==> src/cpuPkg.sv <==
package cpuPkg;

  typedef logic [31:0] wordT; // Data and address word

  // Opcode byte, low byte of each instruction word
  typedef enum logic [7:0] {
    MovRC   = 8'h01, MovRR   = 8'h02,
    AddRRR  = 8'h03, AddRRC  = 8'h04, SubRRR = 8'h05, SubRRC = 8'h06,
    IncR    = 8'h07, DecR    = 8'h08, ShlRRR = 8'h09, ShrRRR = 8'h0a,
    NegRR   = 8'h0b,
    CmpRR   = 8'h0c, CmpRC   = 8'h0d,
    JmpC    = 8'h0e, JeC     = 8'h0f, JneC   = 8'h10, JzRC   = 8'h11,
    JnzRC   = 8'h12,
    MovRdC  = 8'h13, MovRdRo = 8'h14, MovdCR = 8'h15, MovdRoR = 8'h16,
    PushR   = 8'h17, PopR    = 8'h18,
    DoutR   = 8'h19, Stall   = 8'h1a
  } opcodeE;

  // Instruction sequencer states
  typedef enum logic [3:0] {
    Fetch, FetchWait, Decode, RegRead, // Every instruction
    ConstWait, ConstDone,              // Second word at ip+4
    MemReq, MemWait, MemDone,          // Data access
    Execute
  } stateE;

  // Instruction word, opcode in the low byte
  typedef struct packed {
    logic [7:0] regC;
    logic [7:0] regB;
    logic [7:0] regA;
    opcodeE     opcode;
  } instrT;

  // RAM request, 66 bits
  typedef struct packed {
    wordT addr;
    wordT wdata;
    logic read;
    logic write;
  } ramReqT;

  localparam int SpReg    = 0; // Stack pointer
  localparam int FlagsReg = 1; // Compare flags

  // Opcodes followed by a constant word
  function automatic logic is8Byte(opcodeE op);
    return op inside {MovRC, AddRRC, SubRRC, CmpRC, JmpC, JeC, JneC, JzRC, JnzRC,
                      MovRdC, MovRdRo, MovdCR, MovdRoR};
  endfunction

  // Opcodes with a data access
  function automatic logic isMemOp(opcodeE op);
    return op inside {MovRdC, MovRdRo, MovdCR, MovdRoR, PushR, PopR};
  endfunction

endpackage

==> src/cpuControl.sv <==
`timescale 1ns/1ps

module cpuControl (
  input  logic          clk,
  input  logic          reset,
  input  logic          hasConst, // Instruction has a second word
  input  logic          isMem,    // Instruction touches data RAM
  input  cpuPkg::wordT  nextIp,
  output cpuPkg::stateE state,
  output cpuPkg::wordT  ip
);

  cpuPkg::stateE stateNext;

  // Sequence of one instruction
  always_comb begin
    stateNext = state;
    case (state)
      cpuPkg::Fetch:     stateNext = cpuPkg::FetchWait;
      cpuPkg::FetchWait: stateNext = cpuPkg::Decode;
      cpuPkg::Decode:    stateNext = cpuPkg::RegRead;
      cpuPkg::RegRead: begin
        if (hasConst)
          stateNext = cpuPkg::ConstWait; // Constant read already issued
        else if (isMem)
          stateNext = cpuPkg::MemReq;
        else
          stateNext = cpuPkg::Execute;
      end
      cpuPkg::ConstWait: stateNext = cpuPkg::ConstDone;
      cpuPkg::ConstDone: stateNext = isMem ? cpuPkg::MemReq : cpuPkg::Execute;
      cpuPkg::MemReq:    stateNext = cpuPkg::MemWait;
      cpuPkg::MemWait:   stateNext = cpuPkg::MemDone;
      cpuPkg::MemDone:   stateNext = cpuPkg::Execute;
      cpuPkg::Execute:   stateNext = cpuPkg::Fetch;
      default:           stateNext = cpuPkg::Fetch; // Recover from a bad encoding
    endcase
  end

  always_ff @(posedge clk or posedge reset) begin
    if (reset) begin
      state <= cpuPkg::Fetch;
    end else begin
      state <= stateNext;
    end
  end

  // Instruction pointer moves only at the end of an instruction
  always_ff @(posedge clk or posedge reset) begin
    if (reset) begin
      ip <= '0;
    end else if (state == cpuPkg::Execute) begin
      ip <= nextIp; // Branch target, same ip on Stall, or next word
    end
  end

  // Sequencer stays inside the ten defined states
  stateLegal: assert property (
    @(posedge clk) disable iff (reset)
    state inside {cpuPkg::Fetch, cpuPkg::FetchWait, cpuPkg::Decode, cpuPkg::RegRead,
                  cpuPkg::ConstWait, cpuPkg::ConstDone, cpuPkg::MemReq,
                  cpuPkg::MemWait, cpuPkg::MemDone, cpuPkg::Execute}
  );

endmodule

==> src/cpuTop.sv <==
`timescale 1ns/1ps

module cpuTop #(
  parameter int NumRegs = 16 // 16 or 32
) (
  input  logic           clk,
  input  logic           reset,
  input  cpuPkg::wordT   ramIn,
  output cpuPkg::ramReqT ram,
  output cpuPkg::wordT   debugOut,
  output logic           debugValid
);

  cpuPkg::stateE state;
  cpuPkg::wordT  ip, nextIp;
  cpuPkg::instrT instr;
  cpuPkg::wordT  constWord;
  logic          hasConst, isMem;
  cpuPkg::wordT  valA, valB, valC; // Operand snapshots
  cpuPkg::wordT  sp, flags;
  cpuPkg::wordT  result, flagsNext, loadValue;
  logic          resultWe, flagsWe;
  logic          spInc, spDec;

  cpuControl control (
    .clk(clk), .reset(reset), .hasConst(hasConst), .isMem(isMem),
    .nextIp(nextIp), .state(state), .ip(ip)
  );

  instrDecode #(.NumRegs(NumRegs)) decode (
    .clk(clk), .reset(reset), .state(state), .ramIn(ramIn),
    .instr(instr), .constWord(constWord), .hasConst(hasConst), .isMem(isMem)
  );

  regFile #(.NumRegs(NumRegs)) regs (
    .clk(clk), .reset(reset), .state(state), .instr(instr),
    .result(result), .flagsNext(flagsNext), .resultWe(resultWe), .flagsWe(flagsWe),
    .spInc(spInc), .spDec(spDec),
    .valA(valA), .valB(valB), .valC(valC), .sp(sp), .flags(flags)
  );

  execUnit exec (
    .state(state), .instr(instr), .valA(valA), .valB(valB), .valC(valC),
    .constWord(constWord), .loadValue(loadValue), .flags(flags), .ip(ip),
    .result(result), .flagsNext(flagsNext), .nextIp(nextIp),
    .resultWe(resultWe), .flagsWe(flagsWe)
  );

  memAccess mem (
    .clk(clk), .reset(reset), .state(state), .instr(instr), .ip(ip),
    .valA(valA), .valB(valB), .sp(sp), .constWord(constWord), .ramIn(ramIn),
    .ram(ram), .loadValue(loadValue), .debugOut(debugOut), .debugValid(debugValid),
    .spInc(spInc), .spDec(spDec)
  );

endmodule

==> src/execUnit.sv <==
`timescale 1ns/1ps

module execUnit (
  input  cpuPkg::stateE state,
  input  cpuPkg::instrT instr,
  input  cpuPkg::wordT  valA,
  input  cpuPkg::wordT  valB,
  input  cpuPkg::wordT  valC,
  input  cpuPkg::wordT  constWord,
  input  cpuPkg::wordT  loadValue, // From MemDone
  input  cpuPkg::wordT  flags,
  input  cpuPkg::wordT  ip,
  output cpuPkg::wordT  result,
  output cpuPkg::wordT  flagsNext,
  output cpuPkg::wordT  nextIp,
  output logic          resultWe,
  output logic          flagsWe
);

  cpuPkg::wordT cmpRhs;
  logic         writesReg;
  logic         taken;

  always_comb begin
    case (instr.opcode)
      cpuPkg::MovRC:   result = constWord;
      cpuPkg::MovRR:   result = valB;
      cpuPkg::AddRRR:  result = valB + valC;
      cpuPkg::AddRRC:  result = valB + constWord;
      cpuPkg::SubRRR:  result = valB - valC;
      cpuPkg::SubRRC:  result = valB - constWord;
      cpuPkg::IncR:    result = valA + 32'd1;
      cpuPkg::DecR:    result = valA - 32'd1;
      cpuPkg::ShlRRR:  result = valB << valC;
      cpuPkg::ShrRRR:  result = valB >> valC; // Logical
      cpuPkg::NegRR:   result = -valB;
      default:         result = loadValue;    // Loads and pop
    endcase
  end

  assign writesReg = instr.opcode inside {
    cpuPkg::MovRC, cpuPkg::MovRR, cpuPkg::AddRRR, cpuPkg::AddRRC, cpuPkg::SubRRR,
    cpuPkg::SubRRC, cpuPkg::IncR, cpuPkg::DecR, cpuPkg::ShlRRR, cpuPkg::ShrRRR,
    cpuPkg::NegRR, cpuPkg::MovRdC, cpuPkg::MovRdRo, cpuPkg::PopR};
  assign resultWe = (state == cpuPkg::Execute) && writesReg;

  // Unsigned compare, upper flag bits kept
  assign cmpRhs    = (instr.opcode == cpuPkg::CmpRC) ? constWord : valB;
  assign flagsNext = {flags[31:3], valA > cmpRhs, valA < cmpRhs, valA == cmpRhs};
  assign flagsWe   = (state == cpuPkg::Execute) &&
                     (instr.opcode inside {cpuPkg::CmpRR, cpuPkg::CmpRC});

  always_comb begin
    case (instr.opcode)
      cpuPkg::JmpC:  taken = 1'b1;
      cpuPkg::JeC:   taken = flags[0];  // Equal
      cpuPkg::JneC:  taken = !flags[0];
      cpuPkg::JzRC:  taken = (valC == '0);
      cpuPkg::JnzRC: taken = (valC != '0);
      default:       taken = 1'b0;
    endcase
  end

  assign nextIp = taken                           ? constWord :
                  (instr.opcode == cpuPkg::Stall) ? ip :
                  ip + (cpuPkg::is8Byte(instr.opcode) ? 32'd8 : 32'd4);

endmodule

==> src/instrDecode.sv <==
`timescale 1ns/1ps

module instrDecode #(
  parameter int NumRegs = 16
) (
  input  logic          clk,
  input  logic          reset,
  input  cpuPkg::stateE state,
  input  cpuPkg::wordT  ramIn,
  output cpuPkg::instrT instr,
  output cpuPkg::wordT  constWord,
  output logic          hasConst,
  output logic          isMem
);

  // Keeps register bytes inside the register file
  localparam logic [7:0] RegMask = 8'(NumRegs - 1);

  always_ff @(posedge clk or posedge reset) begin
    if (reset) begin
      instr <= '0;
    end else if (state == cpuPkg::Decode) begin
      instr <= cpuPkg::instrT'(ramIn & {RegMask, RegMask, RegMask, 8'hff});
    end
  end

  // Second word of 8-byte instructions
  always_ff @(posedge clk) begin
    if (state == cpuPkg::ConstDone) begin
      constWord <= ramIn;
    end
  end

  // Unknown opcodes fall in neither class
  assign hasConst = cpuPkg::is8Byte(instr.opcode);
  assign isMem    = cpuPkg::isMemOp(instr.opcode);

endmodule

==> src/memAccess.sv <==
`timescale 1ns/1ps

module memAccess (
  input  logic           clk,
  input  logic           reset,
  input  cpuPkg::stateE  state,
  input  cpuPkg::instrT  instr,
  input  cpuPkg::wordT   ip,
  input  cpuPkg::wordT   valA,
  input  cpuPkg::wordT   valB,
  input  cpuPkg::wordT   sp,
  input  cpuPkg::wordT   constWord,
  input  cpuPkg::wordT   ramIn,
  output cpuPkg::ramReqT ram,
  output cpuPkg::wordT   loadValue,
  output cpuPkg::wordT   debugOut,
  output logic           debugValid,
  output logic           spInc,
  output logic           spDec
);

  cpuPkg::ramReqT reqNext;
  cpuPkg::wordT   reqAddr, reqWdata, debugReg;
  logic           reqRead, reqWrite;

  // Request for the coming cycle, strobe lands one state later
  always_comb begin
    reqNext = '{addr: ip, wdata: valB, read: 1'b0, write: 1'b0};
    case (state)
      cpuPkg::Fetch: reqNext.read = 1'b1;
      cpuPkg::RegRead: begin
        reqNext.addr = ip + 32'd4;
        reqNext.read = cpuPkg::is8Byte(instr.opcode);
      end
      cpuPkg::MemReq: begin
        case (instr.opcode)
          cpuPkg::MovRdC:  reqNext = '{constWord, valB, 1'b1, 1'b0};
          cpuPkg::MovRdRo: reqNext = '{valB + constWord, valB, 1'b1, 1'b0};
          cpuPkg::MovdCR:  reqNext = '{constWord, valB, 1'b0, 1'b1};
          cpuPkg::MovdRoR: reqNext = '{valA + constWord, valB, 1'b0, 1'b1};
          cpuPkg::PushR:   reqNext = '{sp, valA, 1'b0, 1'b1};
          cpuPkg::PopR:    reqNext = '{sp - 32'd4, valB, 1'b1, 1'b0}; // Top of stack
          default:         reqNext = reqNext;
        endcase
      end
      default: reqNext = reqNext;
    endcase
  end

  always_ff @(posedge clk or posedge reset) begin
    if (reset) begin
      reqRead  <= 1'b0;
      reqWrite <= 1'b0;
      debugReg <= '0;
    end else begin
      reqRead  <= reqNext.read;
      reqWrite <= reqNext.write;
      if (debugValid) debugReg <= valA; // Hold last shown value
    end
  end

  always_ff @(posedge clk) begin
    reqAddr  <= reqNext.addr;
    reqWdata <= reqNext.wdata;
    if (state == cpuPkg::MemDone) loadValue <= ramIn; // Two edges after the strobe
  end

  assign ram = '{addr: reqAddr, wdata: reqWdata, read: reqRead, write: reqWrite};

  assign debugValid = (state == cpuPkg::Execute) && (instr.opcode == cpuPkg::DoutR);
  assign debugOut   = debugValid ? valA : debugReg;
  assign spInc      = (state == cpuPkg::Execute) && (instr.opcode == cpuPkg::PushR);
  assign spDec      = (state == cpuPkg::Execute) && (instr.opcode == cpuPkg::PopR);

  strobeExclusive: assert property (@(posedge clk) disable iff (reset) !(reqRead && reqWrite));
  readOneCycle: assert property (@(posedge clk) disable iff (reset) reqRead |=> !reqRead);
  writeOneCycle: assert property (@(posedge clk) disable iff (reset) reqWrite |=> !reqWrite);

  // Strobes only in the wait states of the sequencer
  strobeInWait: assert property (
    @(posedge clk) disable iff (reset)
    (reqRead || reqWrite) |-> state inside {cpuPkg::FetchWait, cpuPkg::ConstWait,
                                            cpuPkg::MemWait}
  );

endmodule

==> src/regFile.sv <==
`timescale 1ns/1ps

module regFile #(
  parameter int NumRegs = 16
) (
  input  logic          clk,
  input  logic          reset,
  input  cpuPkg::stateE state,
  input  cpuPkg::instrT instr,
  input  cpuPkg::wordT  result,
  input  cpuPkg::wordT  flagsNext,
  input  logic          resultWe,
  input  logic          flagsWe,
  input  logic          spInc, // Push
  input  logic          spDec, // Pop
  output cpuPkg::wordT  valA,
  output cpuPkg::wordT  valB,
  output cpuPkg::wordT  valC,
  output cpuPkg::wordT  sp,
  output cpuPkg::wordT  flags
);

  localparam int IdxW = $clog2(NumRegs);

  cpuPkg::wordT regs [NumRegs];

  always_ff @(posedge clk or posedge reset) begin
    if (reset) begin
      for (int i = 0; i < NumRegs; i++) regs[i] <= '0;
    end else if (state == cpuPkg::Execute) begin
      if (resultWe) regs[instr.regA[IdxW-1:0]] <= result;
      if (flagsWe) regs[cpuPkg::FlagsReg] <= flagsNext;
      if (spInc) regs[cpuPkg::SpReg] <= regs[cpuPkg::SpReg] + 32'd4;
      else if (spDec) regs[cpuPkg::SpReg] <= regs[cpuPkg::SpReg] - 32'd4;
    end
  end

  // Operand snapshot, held until the next instruction
  always_ff @(posedge clk) begin
    if (state == cpuPkg::RegRead) begin
      valA <= regs[instr.regA[IdxW-1:0]];
      valB <= regs[instr.regB[IdxW-1:0]];
      valC <= regs[instr.regC[IdxW-1:0]];
    end
  end

  assign sp    = regs[cpuPkg::SpReg];
  assign flags = regs[cpuPkg::FlagsReg];

  spOneWay: assert property (@(posedge clk) disable iff (reset) !(spInc && spDec));

endmodule

==> config.mk <==
export PLATFORM = sky130hd
export DESIGN_NAME = cpuTop
export DESIGN_NICKNAME = d
export VERILOG_FILES = /design/src/cpuPkg.sv /design/src/cpuControl.sv /design/src/cpuTop.sv /design/src/execUnit.sv /design/src/instrDecode.sv /design/src/memAccess.sv /design/src/regFile.sv
export SDC_FILE = /design/constraint.sdc
export NUM_CORES = 2
export LEC_CHECK = 0
export ABC_AREA = 1
export BUFFER_PORTS_ARGS = -buffer_cell sky130_fd_sc_hd__buf_2
export CAP_MARGIN = 20
export CORE_AREA = 2 2 395 397
export DETAILED_ROUTE_END_ITERATION = 8
export DIE_AREA = 0 0 397 399
export PLACE_DENSITY = 0.61
export SYNTH_ARGS = -nofsm -noshare
export SYNTH_HDL_FRONTEND = slang
export SYNTH_SLANG_ARGS = --single-unit
==> constraint.sdc <==
create_clock -name clk -period 22.1 [get_ports clk]
set_clock_uncertainty 0.05 [all_clocks]
set_input_delay 4.42 -clock clk [delete_from_list [all_inputs] [get_ports clk]]
set_output_delay 4.42 -clock clk [all_outputs]
set_load 0.01 [all_outputs]
==> Word level (Yosys, flattened, before mapping) <==
Cells that the tools add are included.
{ "totals": {"reg_bits": 826, "input_bits": 34, "output_inout_bits": 99, "word_cells": 146} }
{ "classes": {"reduce_logical": 21, "n_lt_le_gt_ge": 6, "add_sub_neg": 12, "n_shift": 2, "n_mux": 31, "n_eq_ne": 37, "bitwise_logic": 4} }
{ "op_table": {"columns": ["operator", "n"], "rows": [
  ["bitwise mux 512 bit", 1],
  ["two-way mux 512 bit", 1],
  ["two-way mux 32 bit", 14],
  ["case mux 66 bit (6 select lines)", 1],
  ["binary-select mux 32 bit (select 4 bit)", 3],
  ["case mux 32 bit (11 select lines)", 1],
  ["adder 32 bit", 4],
  ["demux 32 bit (select 4 bit)", 1],
  ["== test 8 x 5 -> 1 bit, second input constant", 11],
  ["adder 32 x 3 -> 32 bit, second input constant", 2],
  ["== test 8 x 4 -> 1 bit, second input constant", 8],
  ["case mux 32 bit (2 select lines)", 1],
  ["subtractor 32 bit", 2],
  ["case mux 4 bit (9 select lines)", 1],
  ["adder 32 x 1 -> 32 bit, second input constant", 1],
  ["== test 32 bit", 1],
  ["== test 8 x 3 -> 1 bit, second input constant", 4],
  ["> comparator 32 bit", 1],
  ["zero test 32 bit", 1],
  ["less-than comparator 32 bit", 1],
  ["negator 32 bit", 1],
  ["nonzero test 32 bit", 1],
  ["left shift 32 x 32 -> 32 bit", 1],
  ["right shift 32 x 32 -> 32 bit", 1],
  ["28 further kinds", 49]
]} }

==> Logic depth before layout (Yosys ltp) <==
{ "logic_depth": {"word_depth": 9, "depth_mapped": 34, "mapped_depth_nobuf": 31} }

==> Modules after synthesis <==
Synthesis repeated with hierarchy kept, for this count alone.
{ "unflattened": {"hier_cells": 9940, "hier_area_um2": 64441.8} }
{ "modules_own_cells": {"columns": ["mod", "cells_each", "seq_area_each_um2", "area_each_um2", "n_inst"], "rows": [
  ["regFile", 5212, 15695.1, 36978.0, 1],
  ["execUnit", 2802, 0.0, 14031.0, 1],
  ["memAccess", 1594, 3093.0, 9851.9, 1],
  ["instrDecode", 157, 1461.4, 2037.0, 1],
  ["cpuControl", 175, 900.9, 1544.0, 1]
]} }

==> Worst setup path before layout <==
OpenSTA, ideal clock, no wires.
{ "synth_timing": {"path_type": "register -> output", "startpoint": "reg control.state[0]", "endpoint": "out debugOut[0]", "path_stages_with_launch": 10, "setup_slack_ps": 15604, "path_buffers": 1, "required_time_ps": 17630, "arrival_time_ps": 2026, "cell_sequence": "dfrtp_1 -> inv_2 -> nor2_1 -> inv_1 -> nor3_2 -> inv_1 -> nor3_1 -> inv_2 -> clkbuf_1 -> o21ai_0"} }
{ "synth_between": {"elab_chain_len": 3} }
{ "synth_rtl": {"columns": ["element", "line_no", "rtl"], "rows": [
  ["from (decl)", "cpuControl.sv:9", "output cpuPkg::stateE state,"],
  ["from (signal assigned)", "cpuControl.sv:42", "state <= cpuPkg::Fetch;"],
  ["from (signal assigned)", "cpuControl.sv:44", "state <= stateNext;"],
  ["== test 4 bit", "memAccess.sv:70", "assign debugValid = (state == cpuPkg::Execute) && (instr.opcode == cpuPkg::DoutR);"],
  ["logical AND 1 bit", "memAccess.sv:70", null],
  ["named net debugValid", "cpuTop.sv:11", "output logic debugValid"],
  ["two-way mux 32 bit", "memAccess.sv:71", "assign debugOut = debugValid ? valA : debugReg;"],
  ["to (decl)", "cpuTop.sv:10", "output cpuPkg::wordT debugOut,"]
]} }
The timed path passes the listed nets, and every way through them passes these cells.

==> Worst setup path in the final report <==
{ "layout_timing": {"startpoint": "reg control.state[0]", "endpoint": "out debugOut[18]"} }
{ "layout_between": {"elab_chain_len": 3} }
{ "layout_rtl": {"columns": ["element", "line_no"], "rows": [
  ["== test 4 bit", "memAccess.sv:70"],
  ["logical AND 1 bit", "memAccess.sv:70"],
  ["two-way mux 32 bit", "memAccess.sv:71"]
]} }
No other way between the ends.

==> flow_summary.toml <==
[clocking]
clock_sinks = 826
htree_levels = 3
clk_pin_slew_worst_paths_ns = 0.06
clock_path_buffers = 3
postCtsHoldBufs = 0
clockRootBuffer = "clkbuf_16"
cts_setup_buffers = 0
numCtsBuffers = 99
cts_resized = 0
cts_tree = "done"
clkLatencyLatePin_ns = 0.76

[setup_path]
cpPeakStageDelay_ns = 0.59
r2r_slack_ns = 15.54
crit_start = "control.state[0]"
endpoint_kind = "primary output"
criticalPathCategory = "reg -> out"
critPathMaxFanout = 40
path_cells = "inv_2 -> nor2_1 -> inv_1 -> nor3_2 -> inv_1 -> nor3_1 -> inv_2 -> buf_12 -> o21ai_0 -> buf_2"
slowest_stage = "nor3_2"
arrival_ns = 3.91
reg2reg_from = "decode.instr[7]"
critPathLaunchType = "register"
required_ns = 17.63

[yosys]
ys.flop_type = "dfrtp_1"
yosysTopAreaCellShare = 0.245
yosys_warnings = 0
synthArstFlopShare = 0.729
syn_inst = 8854
synth_nets = 9056
ys_ff_latch = 826
yosys.area.top_type = "dfrtp_1"
synth_edf_count = 160
ys_top_cells_by_area = "dfrtp_1 (25%), nand2_1 (13%), edfxtp_1 (7.8%)"
yosysSeqAreaShare = 0.344
synth_cell_type_count = 76
synth_area_mm2 = 0.0614
postSynthAreaPerCell_um2 = 6.94

[detailed_routing]
firstDrtPassIters = 7
routed_wl_um = 337000
antenna_left = 0
drt_iter0_drc = 10433
vias = 68403
avgViaCountPerCell = 6.33
drc_errors = 0
wl_per_cell_um = 31.2

[place]
dp_hpwl_um = 242000
numPortBuffers = 132
placed_area_mm2 = 0.0635
dp.cells = 10608
gp_congestion = 1.13

[worst_hold_path]
min_from = "control.ip[0]"
hold_class = "reg -> reg"

[die]
die_y_um = 399
start_util = 0.400
die-area_mm2 = 0.158
row_count = 144
core-area_mm2 = 0.154
die-width_um = 397
io_pins = 133

[global_routing]
grt_start_max_net_pins = 155
antenna_found_initial = 24
met1_usage = 0.529
grtUsageTotal = 0.414
met3_usage = 0.0995
grt.met2_usage = 0.620
grt_pass1_wl_um = 474000
grt_pass1_vias = 63297
busiest_layer = "met2"
grt_overflow = 0

[sta]
setup-tns-final_ns = 0
finalCritPeriodShare = 0.379
final-max-slew-violation-count = 0
hold_violations = 0
setup_viol = 0
layout_min_cycle_time_ns = 8.38
worst_slew_pin_slew_ns = 1.28
rsz0062_at_grt = "no"
max_freq_ghz = 0.119
maxSlewHeadroom = 0.144

[finish]
synthToLayoutAreaGrowth_pct = 8.69
layout_common_cells = "nand2_1 (2115), o21ai_0 (957), a21oi_1 (769)"
final_cell_count_no_fill = 10812
largest_reg_flops = 448
nets = 8869
drive_above_1_share = 0.0890
layout_commonest_cell = "nand2_1"
final_area_mm2 = 0.0668
top_register = "regs.regs"

[status]
outcome = "completed"

[power]
p_leak_nw = 28.4
ir_drop_mv = 0.101
fin_total_pwr_w = 0.00880
power_density_mw_per_mm2 = 132

[flow_run]
maxCapViolCount = 0
-- per-stage QoR --
| stage | setup slack (ns) | hold slack, ns | util |
|---|---|---|---|
| global route | 13.56 | 0.440 | 0.434 |
| floorplan | 0.778 | 0.392 | - |
| detailed placement | 14.14 | 0.411 | 0.413 |
| global placement | 14.20 | 0.406 | 0.413 |
| finish | 13.72 | 0.426 | 0.434 |
| CTS | 13.58 | 0.426 | 0.434 |
-- layout make-up --
cell class | count | area [um2]
diodes | 14 | 35.0
well taps | 2044 | 2560
repair buffers | 291 | 1910
multi-input cells | 6615 | 34700
clock buffers | 145 | 2790
fillers | 16077 | 86900
flip-flops and latches | 826 | 21200
clock inverters | 43 | 397
inverters | 834 | 3140
-- worst max-delay path, delay by kind of cell, from the launching register on --
family / cells / cell delay, ns
DFF: 1 / 0.42
and+or+nand+nor: 3 / 1.14
AOI/OAI and AO/OA: 1 / 0.27
buffers and inverters: 6 / 1.27
-- logic make-up (layout without fill, tap and decap cells) --
group           count (synthesis)  in the layout  share of synthesized area
flops                         826            826                      0.344
xor+xnor                      109            109                     0.0155
compound gates               2885           2885                      0.273
fa+ha+maj                     168            168                     0.0348
buf+inv                      1413           1313                     0.0915
simple gates                 3446           3446                      0.240
mux                             7              7                    0.00128
other cells                     0             14                          0
-- Yosys cell counts, types with 11 or more instances --
master	instances
dfxtp_1	64
o2111ai_1	16
xnor2_1	20
a2111o_1	27
o211ai_1	140
nand4_1	73
a21oi_1	769
buf_2	86
a21o_1	13
edfxtp_1	160
buf_6	20
o22ai_1	76
xor2_1	89
a31oi_1	34
o21ai_1	355
nor2_2	33
o21ai_0	958
nor3_1	82
nand2_1	2119
inv_1	767
or2_2	47
clkinv_1	15
o221ai_1	112
nand2_2	33
a221oi_1	18
buf_4	11
nor2_1	434
ha_1	163
dfrtp_1	602
buf_1	45
o21ai_2	76
nand3_1	529
nor4_1	22
a22oi_1	225
inv_2	52
clkbuf_1	416
nand3b_1	13
o21bai_1	24
-- worst paths after layout --
check / end / cells after the start
worst max-delay path: debugOut[18] / 10
worst min register to register: control.ip[0] / 2
min in group asynchronous: regs.regs[168] / 2
worst min-delay path: control.ip[0] / 2
max in group asynchronous: mem.debugReg[13] / 5
worst max register to register: regs.regs[299] / 20
-- layer usage --
layer  routed length, um  up-vias
met5                  13        -
met4               26300        2
met3               39100     1119
met2              143000     4656
met1              129000    32527
li1                    -    30099
-- report_power, final --
part	leakage (nW)	switching [W]	internal (W)	total, W
sequential	10.3	0.000406	0.00182	0.00222
combinational	16.5	0.00369	0.00125	0.00494
clock	1.56	0.000733	0.000907	0.00164
total	28.4	0.00483	0.00397	0.00880
(Power assumes the default switching activity.)
